**src/include/ls_macros.svh**
```systemverilog
`ifndef LS_MACROS_SVH
`define LS_MACROS_SVH

`define XLEN            64

// major opcodes, instr[6:2]
`define OP_LOAD         5'b00000
`define OP_STORE        5'b01000
`define OP_SYSTEM       5'b11100

`define CSR_MSTATUS     12'h300
`define CSR_MIE         12'h304
`define CSR_MTVEC       12'h305
`define CSR_MEPC        12'h341
`define CSR_MCAUSE      12'h342
`define CSR_MIP         12'h344

// timer registers, not sent to sram
`define CLINT_MTIMECMP  64'h0000_0000_0200_4000
`define CLINT_MTIME     64'h0000_0000_0200_bff8

`endif

```
**src/hdl/ls_pkg.sv**
```systemverilog
`include "ls_macros.svh"

package ls_pkg;

    typedef struct packed {
        logic [11:0] imm12;     // csr number or funct12
        logic [4:0]  rs1;
        logic [2:0]  funct3;
        logic [4:0]  rd;
        logic [4:0]  opcode;
        logic [1:0]  quad;      // 2'b11 for 32-bit encodings
    } i_view_t;

    typedef struct packed {
        logic [6:0]  imm_hi;
        logic [4:0]  rs2;
        logic [4:0]  rs1;
        logic [2:0]  funct3;
        logic [4:0]  imm_lo;
        logic [4:0]  opcode;
        logic [1:0]  quad;
    } s_view_t;

    typedef union packed {
        i_view_t i_view;
        s_view_t s_view;
    } instr_u;

    typedef struct packed {
        logic             rd_en;
        logic             wr_en;
        logic [1:0]       size;         // log2 of bytes
        logic             is_unsigned;
        logic             to_clint;
        logic [`XLEN-1:0] addr;
        logic [`XLEN-1:0] wr_data;
    } ls_req_t;

    typedef struct packed {
        logic [`XLEN-1:0] addr;
        logic             rd_en;
        logic             wr_en;
        logic [`XLEN-1:0] wr_data;
        logic [7:0]       wr_mask;
        logic [2:0]       size;
    } sram_req_t;

endpackage

```
**src/hdl/clint_timer.sv**
```systemverilog
`include "ls_macros.svh"

module clint_timer (
    input  logic             clk,
    input  logic             rst_n_i,
    input  logic             we_i,
    input  logic [`XLEN-1:0] wdata_i,
    output logic [`XLEN-1:0] rdata_o,
    output logic             timer_int_o
);

    logic [`XLEN-1:0] mtime_q;
    logic [`XLEN-1:0] mtimecmp_q;
    logic             timer_int_q;

    always_ff @(posedge clk or negedge rst_n_i) begin
        if (!rst_n_i) begin
            mtime_q     <= '0;
            mtimecmp_q  <= '1;          // no interrupt until programmed
            timer_int_q <= 1'b0;
        end else begin
            mtime_q     <= mtime_q + 1'b1;
            timer_int_q <= mtime_q >= mtimecmp_q;
            if (we_i) begin
                mtimecmp_q <= wdata_i;
            end
        end
    end

    assign rdata_o     = mtime_q;
    assign timer_int_o = timer_int_q;

endmodule

```
**src/hdl/csr_unit.sv**
```systemverilog
`include "ls_macros.svh"

module csr_unit (
    input  logic             clk,
    input  logic             rst_n_i,
    input  logic             stall_n_i,
    input  logic [`XLEN-1:0] pc_i,
    input  ls_pkg::instr_u   instr_i,
    input  logic [`XLEN-1:0] wr_data_i,
    input  logic             trap_i,
    input  logic             timer_int_i,
    output logic [`XLEN-1:0] csr_data_o,
    output logic [`XLEN-1:0] mtvec_o,
    output logic [`XLEN-1:0] mepc_o,
    output logic             in_intr_ls_o
);

    localparam logic [11:0]      FUNCT12_MRET = 12'h302;
    localparam int               MIE_BIT      = 3;
    localparam int               MPIE_BIT     = 7;
    localparam int               MTI_BIT      = 7;
    localparam logic [`XLEN-1:0] CAUSE_ECALL  = 11;
    localparam logic [`XLEN-1:0] CAUSE_MTI    = {1'b1, {(`XLEN-5){1'b0}}, 4'd7};

    logic [`XLEN-1:0] mstatus_q;
    logic [`XLEN-1:0] mie_q;
    logic [`XLEN-1:0] mtvec_q;
    logic [`XLEN-1:0] mepc_q;
    logic [`XLEN-1:0] mcause_q;
    logic [`XLEN-1:0] mip;
    logic [`XLEN-1:0] csr_new;
    logic [11:0]      csr_addr;
    logic             is_sys;
    logic             is_csr;
    logic             is_mret;
    logic             irq_take;

    assign csr_addr = instr_i.i_view.imm12;
    assign is_sys   = instr_i.i_view.opcode == `OP_SYSTEM;
    assign is_csr   = is_sys && instr_i.i_view.funct3[1:0] != 2'b00;
    assign is_mret  = is_sys && instr_i.i_view.funct3 == 3'b000 && csr_addr == FUNCT12_MRET;

    always_comb begin
        mip          = '0;
        mip[MTI_BIT] = timer_int_i;     // read-only pending bit
    end

    // ecall wins over a pending interrupt
    assign irq_take     = mstatus_q[MIE_BIT] && mie_q[MTI_BIT] && mip[MTI_BIT] && !trap_i;
    assign in_intr_ls_o = irq_take && stall_n_i;

    always_comb begin
        case (csr_addr)
            `CSR_MSTATUS: csr_data_o = mstatus_q;
            `CSR_MIE:     csr_data_o = mie_q;
            `CSR_MIP:     csr_data_o = mip;
            `CSR_MTVEC:   csr_data_o = mtvec_q;
            `CSR_MEPC:    csr_data_o = mepc_q;
            `CSR_MCAUSE:  csr_data_o = mcause_q;
            default:      csr_data_o = '0;
        endcase
        case (instr_i.i_view.funct3[1:0])
            2'b01:   csr_new = wr_data_i;                 // csrrw
            2'b10:   csr_new = csr_data_o | wr_data_i;    // csrrs
            2'b11:   csr_new = csr_data_o & ~wr_data_i;   // csrrc
            default: csr_new = csr_data_o;
        endcase
    end

    always_ff @(posedge clk or negedge rst_n_i) begin
        if (!rst_n_i) begin
            mstatus_q <= '0;
            mie_q     <= '0;
            mtvec_q   <= '0;
            mepc_q    <= '0;
            mcause_q  <= '0;
        end else if (stall_n_i) begin
            if (trap_i || irq_take) begin
                mepc_q              <= pc_i;
                mcause_q            <= trap_i ? CAUSE_ECALL : CAUSE_MTI;
                mstatus_q[MPIE_BIT] <= mstatus_q[MIE_BIT];
                mstatus_q[MIE_BIT]  <= 1'b0;
            end else if (is_mret) begin
                mstatus_q[MIE_BIT]  <= mstatus_q[MPIE_BIT];
                mstatus_q[MPIE_BIT] <= 1'b1;
            end else if (is_csr) begin
                case (csr_addr)
                    `CSR_MSTATUS: mstatus_q <= csr_new;
                    `CSR_MIE:     mie_q     <= csr_new;
                    `CSR_MTVEC:   mtvec_q   <= csr_new;
                    `CSR_MEPC:    mepc_q    <= csr_new;
                    `CSR_MCAUSE:  mcause_q  <= csr_new;
                    default:      ;
                endcase
            end
        end
    end

    assign mtvec_o = mtvec_q;
    assign mepc_o  = mepc_q;

    a_trap_mret: assert property (@(posedge clk) disable iff (!rst_n_i)
        trap_i |-> !is_mret)
        else $error("csr_unit: ecall trap raised on an mret");

endmodule

```
**src/hdl/ls_ctrl.sv**
```systemverilog
`include "ls_macros.svh"

module ls_ctrl (
    input  ls_pkg::instr_u   instr_i,
    input  ls_pkg::instr_u   instr_last_i,
    input  logic [`XLEN-1:0] addr_i,
    input  logic [`XLEN-1:0] rs2_i,
    input  logic [`XLEN-1:0] wb_data_i,
    output ls_pkg::ls_req_t  req_o
);

    localparam logic [4:0] OP_BRANCH   = 5'b11000;
    localparam logic [4:0] OP_MISC_MEM = 5'b00011;

    logic       is_32b;
    logic       is_load;
    logic       is_store;
    logic [4:0] last_op;
    logic       last_wr_rd;
    logic       fwd_hit;

    assign is_32b   = instr_i.i_view.quad == 2'b11;
    assign is_load  = is_32b && instr_i.i_view.opcode == `OP_LOAD;
    assign is_store = is_32b && instr_i.s_view.opcode == `OP_STORE;

    // everything except store, branch, fence and ecall/mret writes rd
    assign last_op    = instr_last_i.i_view.opcode;
    assign last_wr_rd = !(last_op == `OP_STORE || last_op == OP_BRANCH
                          || last_op == OP_MISC_MEM
                          || (last_op == `OP_SYSTEM
                              && instr_last_i.i_view.funct3 == 3'b000));

    assign fwd_hit = last_wr_rd && instr_last_i.i_view.rd != 5'd0
                     && instr_last_i.i_view.rd == instr_i.s_view.rs2;

    always_comb begin
        req_o.rd_en       = is_load;
        req_o.wr_en       = is_store;
        req_o.size        = instr_i.i_view.funct3[1:0];
        req_o.is_unsigned = is_load && instr_i.i_view.funct3[2];   // lbu, lhu, lwu
        req_o.to_clint    = addr_i == `CLINT_MTIMECMP || addr_i == `CLINT_MTIME;
        req_o.addr        = addr_i;
        req_o.wr_data     = (is_store && fwd_hit) ? wb_data_i : rs2_i;
    end

endmodule

```
**src/hdl/ls_stage.sv**
```systemverilog
`include "ls_macros.svh"

module ls_stage (
    input  logic              clk,
    input  logic              rst_n_i,
    input  logic [`XLEN-1:0]  pc_i,
    input  ls_pkg::instr_u    instr_i,
    input  logic [`XLEN-1:0]  alures_i,
    input  logic [`XLEN-1:0]  rs2_i,
    input  ls_pkg::instr_u    instr_last_i,
    input  logic [`XLEN-1:0]  wb_data_i,
    input  logic              trap_ls_i,
    input  logic              stall_n_i,
    output logic [`XLEN-1:0]  ls_res_o,
    output logic [`XLEN-1:0]  csr_data_o,
    output logic [`XLEN-1:0]  mtvec_o,
    output logic [`XLEN-1:0]  mepc_o,
    output logic              ls_not_ok_o,
    output logic              in_intr_ls_o,
    output ls_pkg::sram_req_t sram_req_o,
    input  logic              sram_rd_valid_i,
    input  logic              sram_wr_ok_i,
    input  logic [`XLEN-1:0]  sram_rd_data_i
);

    ls_pkg::ls_req_t  ls_req;
    logic [`XLEN-1:0] clint_rdata;
    logic [`XLEN-1:0] clint_wdata;
    logic             clint_we;
    logic             timer_int;

    ls_ctrl ls_ctrl_u (
        .instr_i      (instr_i),
        .instr_last_i (instr_last_i),
        .addr_i       (alures_i),
        .rs2_i        (rs2_i),
        .wb_data_i    (wb_data_i),
        .req_o        (ls_req)
    );

    lsu lsu_u (
        .clk             (clk),
        .rst_n_i         (rst_n_i),
        .stall_n_i       (stall_n_i),
        .req_i           (ls_req),
        .sram_req_o      (sram_req_o),
        .sram_rd_valid_i (sram_rd_valid_i),
        .sram_wr_ok_i    (sram_wr_ok_i),
        .sram_rd_data_i  (sram_rd_data_i),
        .clint_rdata_i   (clint_rdata),
        .clint_we_o      (clint_we),
        .clint_wdata_o   (clint_wdata),
        .ls_res_o        (ls_res_o),
        .ls_not_ok_o     (ls_not_ok_o)
    );

    csr_unit csr_unit_u (
        .clk          (clk),
        .rst_n_i      (rst_n_i),
        .stall_n_i    (stall_n_i),
        .pc_i         (pc_i),
        .instr_i      (instr_i),
        .wr_data_i    (alures_i),       // csr write value from the alu
        .trap_i       (trap_ls_i),
        .timer_int_i  (timer_int),
        .csr_data_o   (csr_data_o),
        .mtvec_o      (mtvec_o),
        .mepc_o       (mepc_o),
        .in_intr_ls_o (in_intr_ls_o)
    );

    clint_timer clint_timer_u (
        .clk         (clk),
        .rst_n_i     (rst_n_i),
        .we_i        (clint_we),
        .wdata_i     (clint_wdata),
        .rdata_o     (clint_rdata),
        .timer_int_o (timer_int)
    );

endmodule

```
**src/hdl/lsu.sv**
```systemverilog
`include "ls_macros.svh"

module lsu (
    input  logic              clk,
    input  logic              rst_n_i,
    input  logic              stall_n_i,
    input  ls_pkg::ls_req_t   req_i,
    output ls_pkg::sram_req_t sram_req_o,
    input  logic              sram_rd_valid_i,
    input  logic              sram_wr_ok_i,
    input  logic [`XLEN-1:0]  sram_rd_data_i,
    input  logic [`XLEN-1:0]  clint_rdata_i,
    output logic              clint_we_o,
    output logic [`XLEN-1:0]  clint_wdata_o,
    output logic [`XLEN-1:0]  ls_res_o,
    output logic              ls_not_ok_o
);

    logic             done_q;
    logic             sram_acc;
    logic             clint_acc;
    logic             rd_resp;
    logic             resp;
    logic             take_res;
    logic [2:0]       offs;
    logic [7:0]       lane_mask;
    logic [`XLEN-1:0] rd_word;
    logic [`XLEN-1:0] shifted;
    logic [`XLEN-1:0] ld_val;
    logic [`XLEN-1:0] res_q;

    assign offs      = req_i.addr[2:0];
    assign sram_acc  = !req_i.to_clint && !done_q;
    assign clint_acc = req_i.to_clint && !done_q && (req_i.rd_en || req_i.wr_en);

    always_comb begin
        case (req_i.size)
            2'd0:    lane_mask = 8'h01;
            2'd1:    lane_mask = 8'h03;
            2'd2:    lane_mask = 8'h0f;
            default: lane_mask = 8'hff;
        endcase
    end

    always_comb begin
        sram_req_o.addr    = req_i.addr;
        sram_req_o.rd_en   = req_i.rd_en && sram_acc;   // held until the pulse
        sram_req_o.wr_en   = req_i.wr_en && sram_acc;
        sram_req_o.wr_mask = lane_mask << offs;
        sram_req_o.size    = {1'b0, req_i.size};
        case (req_i.size)
            2'd0:    sram_req_o.wr_data = {8{req_i.wr_data[7:0]}};
            2'd1:    sram_req_o.wr_data = {4{req_i.wr_data[15:0]}};
            2'd2:    sram_req_o.wr_data = {2{req_i.wr_data[31:0]}};
            default: sram_req_o.wr_data = req_i.wr_data;
        endcase
    end

    assign rd_resp     = sram_req_o.rd_en && sram_rd_valid_i;
    assign resp        = rd_resp || (sram_req_o.wr_en && sram_wr_ok_i);
    assign ls_not_ok_o = (sram_req_o.rd_en || sram_req_o.wr_en) && !resp;

    assign clint_we_o    = clint_acc && req_i.wr_en;
    assign clint_wdata_o = req_i.wr_data;

    assign take_res = rd_resp || (clint_acc && req_i.rd_en);
    assign rd_word  = req_i.to_clint ? clint_rdata_i : sram_rd_data_i;
    assign shifted  = rd_word >> {offs, 3'b000};

    always_comb begin
        case (req_i.size)
            2'd0: ld_val = req_i.is_unsigned ? {{(`XLEN-8){1'b0}}, shifted[7:0]}
                                             : {{(`XLEN-8){shifted[7]}}, shifted[7:0]};
            2'd1: ld_val = req_i.is_unsigned ? {{(`XLEN-16){1'b0}}, shifted[15:0]}
                                             : {{(`XLEN-16){shifted[15]}}, shifted[15:0]};
            2'd2: ld_val = req_i.is_unsigned ? {{(`XLEN-32){1'b0}}, shifted[31:0]}
                                             : {{(`XLEN-32){shifted[31]}}, shifted[31:0]};
            default: ld_val = shifted;
        endcase
    end

    assign ls_res_o = take_res ? ld_val : res_q;

    always_ff @(posedge clk or negedge rst_n_i) begin
        if (!rst_n_i) begin
            done_q <= 1'b0;
        end else if (stall_n_i) begin
            done_q <= 1'b0;             // instruction moves on
        end else if (resp || clint_acc) begin
            done_q <= 1'b1;             // no reissue while stalled
        end
    end

    always_ff @(posedge clk) begin
        if (take_res) begin
            res_q <= ld_val;
        end
    end

    a_rd_pulse: assert property (@(posedge clk) disable iff (!rst_n_i)
        sram_rd_valid_i |-> sram_req_o.rd_en)
        else $error("lsu: read valid without a pending read");

    a_wr_pulse: assert property (@(posedge clk) disable iff (!rst_n_i)
        sram_wr_ok_i |-> sram_req_o.wr_en)
        else $error("lsu: write ok without a pending write");

    a_addr_hold: assert property (@(posedge clk) disable iff (!rst_n_i)
        (sram_req_o.rd_en || sram_req_o.wr_en) && !resp |=> $stable(sram_req_o.addr))
        else $error("lsu: sram address changed during an access");

endmodule

```
**config.mk**
```make
export PLATFORM = sky130hd
export DESIGN_NAME = ls_stage
export DESIGN_NICKNAME = d
export VERILOG_FILES = /design/src/hdl/ls_pkg.sv /design/src/hdl/clint_timer.sv /design/src/hdl/csr_unit.sv /design/src/hdl/ls_ctrl.sv /design/src/hdl/ls_stage.sv /design/src/hdl/lsu.sv
export VERILOG_INCLUDE_DIRS = /design/src /design/src/include
export SDC_FILE = /design/constraint.sdc
export NUM_CORES = 1
export LEC_CHECK = 0
export CAP_MARGIN = 10
export CORE_AREA = 2 2 311 313
export DETAILED_ROUTE_END_ITERATION = 12
export DIE_AREA = 0 0 313 315
export DONT_BUFFER_PORTS = 1
export RECOVER_POWER = 50
export SLEW_MARGIN = 0
export SYNTH_ARGS = -nofsm -noshare
export SYNTH_HDL_FRONTEND = slang
export SYNTH_HIERARCHICAL = 1
export SYNTH_SLANG_ARGS = --single-unit
export TNS_END_PERCENT = 100
```
**constraint.sdc**
```tcl
create_clock -name clk -period 5.9 [get_ports clk]
set_input_delay 1.475 -clock clk [delete_from_list [all_inputs] [get_ports clk]]
set_output_delay 1.475 -clock clk [all_outputs]
set_load 0.02 [all_outputs]
```
==> run_results.csv <==
group,metric,value,unit
outcome,outcome,"finished, violations left",
outcome,violations,"max-capacitance violations, max-slew violations, negative setup slack",
setup_path,path_common_cell,"buf_12",
grt,top_usage_layer,"met2",
yosys,yosys_warnings,6,
layout,fin_util,0.3857,
detailed_routing,drc,0,
detailed_routing,routed_wl,137.7,mm
yosys,syn-num-nets,4134,
detailed_routing,wl_per_cell,28.69,µm
power_and_ir_drop,power.total,8.847,mW
timing,period_share,1.049,
setup_path,critPathKind,"primary input to primary output",
die,initial_core_util,0.3466,
layout,nets,3916,
layout,nFillCells,9527,
yosys,syn-cell-area,33170,µm²
cts,cts_buffers,60,
die,rows,114,
timing,rsz0062_at_grt,"yes",
detailed_routing,ant_nets,0,
cts,clk_latency,0.69,ns
setup_path,worst_ep_required_time,4.43,ns
cts,root_buffer,"clkbuf_16",
power_and_ir_drop,power_density,239.6,nW/µm²
setup_path,worst_path_max_delay_cell,"or4_4",
die,die-area,98600,µm²
timing,max_clock_freq,0.1615,GHz
yosys,synth_edf_count,0,
grt,grt_pass1_vias,26960,
timing,timing.final.ws_setup,-0.2901,ns
die,die_w,313,µm
timing,fin_skew,0.06202,ns
grt,grt_pass1_wl,194.7,mm
detailed_routing,drt-vias-per-instance,6.023,
setup_path,crit_family,"simple AND/OR/NAND/NOR gates",
grt,grtUsageMet2,0.4199,
setup_path,crit_chain,"nor4_4, buf_4, nand4_1, or4_4, a21oi_4, buf_12, mux4_2, a22oi_2, o22ai_4, nor3_4, buf_12, clkbuf_16, o221ai_2, buf_6",
yosys,synth_flop_cell,"dfrtp_1",
timing,slew_headroom,-0.7532,
grt,overflow,0,
setup_path,cp.buffers_inverters,5,
layout,drive_above_1_share,0.1975,
die,die_y,315,µm
grt,gr-usage-met1,0.3322,
setup_path,slowest_delay,0.64,ns
layout,area_growth_syn_to_layout,11.29,%
power_and_ir_drop,p_leak,15.73,nW
grt,grt_use_met3,0.07677,
yosys,syn-mean-instance-area,9.017,µm²
timing,setup_viol,62,
cts,htree_levels,2,
timing,period_needed,6.190,ns
yosys,ys_seq_elements,514,
timing,tightest_slew,2.630,ns
die,io_pins,789,
placement,hpwlAfterDp,96.19,mm
cts,cts_buffer_depth,3,
yosys,seq_area_frac_synth,0.3805,
yosys,synthCells,3679,
cts,cts.sinks,514,
timing,finalMaxSlewViolations,357,
yosys,async_flop_share,0.8755,
grt,grt_use_total,0.2648,
die,core_area,95710,µm²
setup_path,endpoint_kind,"primary output",
detailed_routing,first_pass_iters,8,
hold_path,hold_path.class,"flop to flop",
detailed_routing,drt_iter0_markers,3101,
placement,finalWeightedCongestion,0.9771,
power_and_ir_drop,ir_worst_vdd,0.2454,mV
run,timing.max_cap.violations,1,
yosys,ys_types,92,
detailed_routing,num_vias,28920,
setup_path,cp.arrival,4.72,ns
timing,hold_viol,0,
setup_path,path_max_fanout,8,
grt,grt_max_degree,451,
placement,numPortBuffers,0,
cts,cts_tree,"done",
cts,clkTransAtPathRegs,0.06,ns
setup_path,worst_setup_path_start_kind,"primary input",
grt,antenna_found_initial,18,
## per-stage QoR
step	instance area, µm²	instances	setup WS (ns)	setup TNS [ns]	hold WS, ns
6_report	36920	4801	-0.2901	-13.89	0.4714
3_3_place_gp	33550	4645	-0.6042	-31.36	0.4539
3_5_place_dp	33550	4645	-0.5292	-27.37	0.4630
2_1_floorplan	33180	3679	0.008065	0	0.4423
5_1_grt	36910	4796	-0.3433	-16.78	0.4700
4_1_cts	36420	4778	-0.2855	-12.86	0.4668
## Yosys cell counts (10+ instances only)
master / instances / area [µm²]
mux2i_1: 55 / 550.5
o22ai_1: 60 / 375.4
buf_6: 17 / 191.4
nor3_1: 22 / 110.1
a21oi_1: 153 / 765.7
dfrtp_1: 386 / 9659
o41ai_1: 11 / 96.34
nor2_1: 132 / 495.5
o221ai_1: 10 / 87.58
o21ai_1: 28 / 140.1
mux4_2: 65 / 1464
mux2_2: 64 / 720.7
xor2_1: 78 / 683.2
buf_2: 72 / 360.4
and3_1: 14 / 87.58
and3b_1: 94 / 823.3
ha_1: 65 / 813.3
a22oi_1: 67 / 503.0
nand4_1: 41 / 256.5
a31oi_1: 48 / 300.3
dfxtp_1: 64 / 1281
nand2_1: 564 / 2117
xnor2_1: 51 / 446.7
o21ba_2: 10 / 100.1
clkbuf_1: 157 / 589.3
nor4_1: 19 / 118.9
buf_4: 219 / 1644
a21o_1: 14 / 105.1
and2_1: 10 / 62.56
nand3_1: 149 / 745.7
mux2_4: 60 / 900.9
inv_1: 76 / 285.3
o21bai_1: 46 / 345.3
o21ai_0: 444 / 2222
dfstp_2: 64 / 1682
a22o_1: 25 / 219.0
o211ai_1: 67 / 503.0
buf_1: 21 / 78.83
## layout by cell type (no fill, tap or decap), types with 22 or more instances in the layout
| cell type | n |
|---|---|
| o21ai_0 | 435 |
| o22ai_1 | 58 |
| dfxtp_1 | 64 |
| nand4_1 | 42 |
| a31oi_4 | 30 |
| clkbuf_16 | 64 |
| mux2_2 | 63 |
| a22o_1 | 25 |
| dfrtp_1 | 386 |
| o21ai_1 | 34 |
| xor2_1 | 78 |
| inv_1 | 76 |
| nor2_1 | 124 |
| and3b_1 | 94 |
| mux4_2 | 65 |
| mux2_4 | 61 |
| nand3_1 | 144 |
| a22oi_1 | 64 |
| o21bai_1 | 46 |
| ha_1 | 65 |
| o211ai_1 | 67 |
| buf_4 | 151 |
| a21oi_1 | 137 |
| mux2i_1 | 55 |
| dfstp_2 | 64 |
| buf_6 | 23 |
| nor3_1 | 22 |
| xnor2_1 | 51 |
| nand2_1 | 557 |
## path summary, 6_finish.rpt
check	slack (ns)	start	depth (start not counted)	to
max in group asynchronous	3.30	rst_n_i	0	clint_timer_u/rdata_o[15]$_DFF_PN0_
worst max register to register	2.40	clint_timer_u/rdata_o[2]$_DFF_PN0_	5	clint_timer_u/rdata_o[62]$_DFF_PN0_
worst min register to register	0.47	csr_unit_u/mcause_q[56]$_DFFE_PN0P_	2	csr_unit_u/mcause_q[56]$_DFFE_PN0P_
min in group asynchronous	0.50	rst_n_i	0	csr_unit_u/mepc_o[32]$_DFFE_PN0P_
worst max-delay path	-0.29	alures_i[35]	14	ls_res_o[18]
worst min-delay path	0.47	csr_unit_u/mcause_q[56]$_DFFE_PN0P_	2	csr_unit_u/mcause_q[56]$_DFFE_PN0P_
## where the power goes
part / internal [mW] / switching, mW
combinational: 0.470 / 0.709
sequential: 3.67 / 0.202
clock: 2.13 / 1.67
total: 6.27 / 2.58
## sequential cells by signal (all words and copies together) (netlist names), 64 cells and up
register	cells
csr_unit_u/mtvec_o	64
clint_timer_u/rdata_o	64
csr_unit_u/mepc_o	64
csr_unit_u/mstatus_q	64
clint_timer_u/mtimecmp_q	64
lsu_u/res_q	64
csr_unit_u/mie_q	64
csr_unit_u/mcause_q	64
## kinds of logic (layout without fill, tap and decap cells)
kind of cell / Yosys count / after routing / synth area share
compound gates: 1042 / 1042 / 0.1902
xor+xnor: 129 / 129 / 0.03406
fa+ha+maj: 65 / 65 / 0.02452
buf+inv: 566 / 395 / 0.09546
flops: 514 / 514 / 0.3805
mux: 245 / 245 / 0.1099
other cells: 1 / 18 / 0.0001130
simple gates: 1117 / 1117 / 0.1652
## timing repair
item	in CTS	in global routing
hold buffers	0	0
cloned	11	4
resized for setup	92	83
buffers inserted	13	8
setup endpoints to repair	64	64
pin swaps	25	31
## final cells by class
class | instances | area, µm² | share of cell area
Clock buffer | 78 | 1619 | 0.04385
Tap cell | 1276 | 1597 | 0.04324
Antenna cell | 17 | 42.54 | 0.001152
Clock inverter | 31 | 364.1 | 0.009862
Sequential cell | 514 | 12620 | 0.3419
Multi-Input combinational cell | 2599 | 18230 | 0.4938
Timing Repair Buffer | 208 | 2151 | 0.05826
Inverter | 78 | 292.8 | 0.007930
## metal layers
layer,vias to the layer above,wire length [µm]
li1,12590,-
met1,14360,53840
met2,1609,62820
met3,350,13710
met4,8,7313
met5,-,58
## worst reg2reg max path, stage by stage (launching register included)
cell and delay, ns:
dfrtp_1 0.53, nand4_1 0.30, nor4_1 1.31, and4_1 0.61, or4b_1 0.49, xnor2_1 0.14
Note: power is estimated with default switching activity, not from simulation.
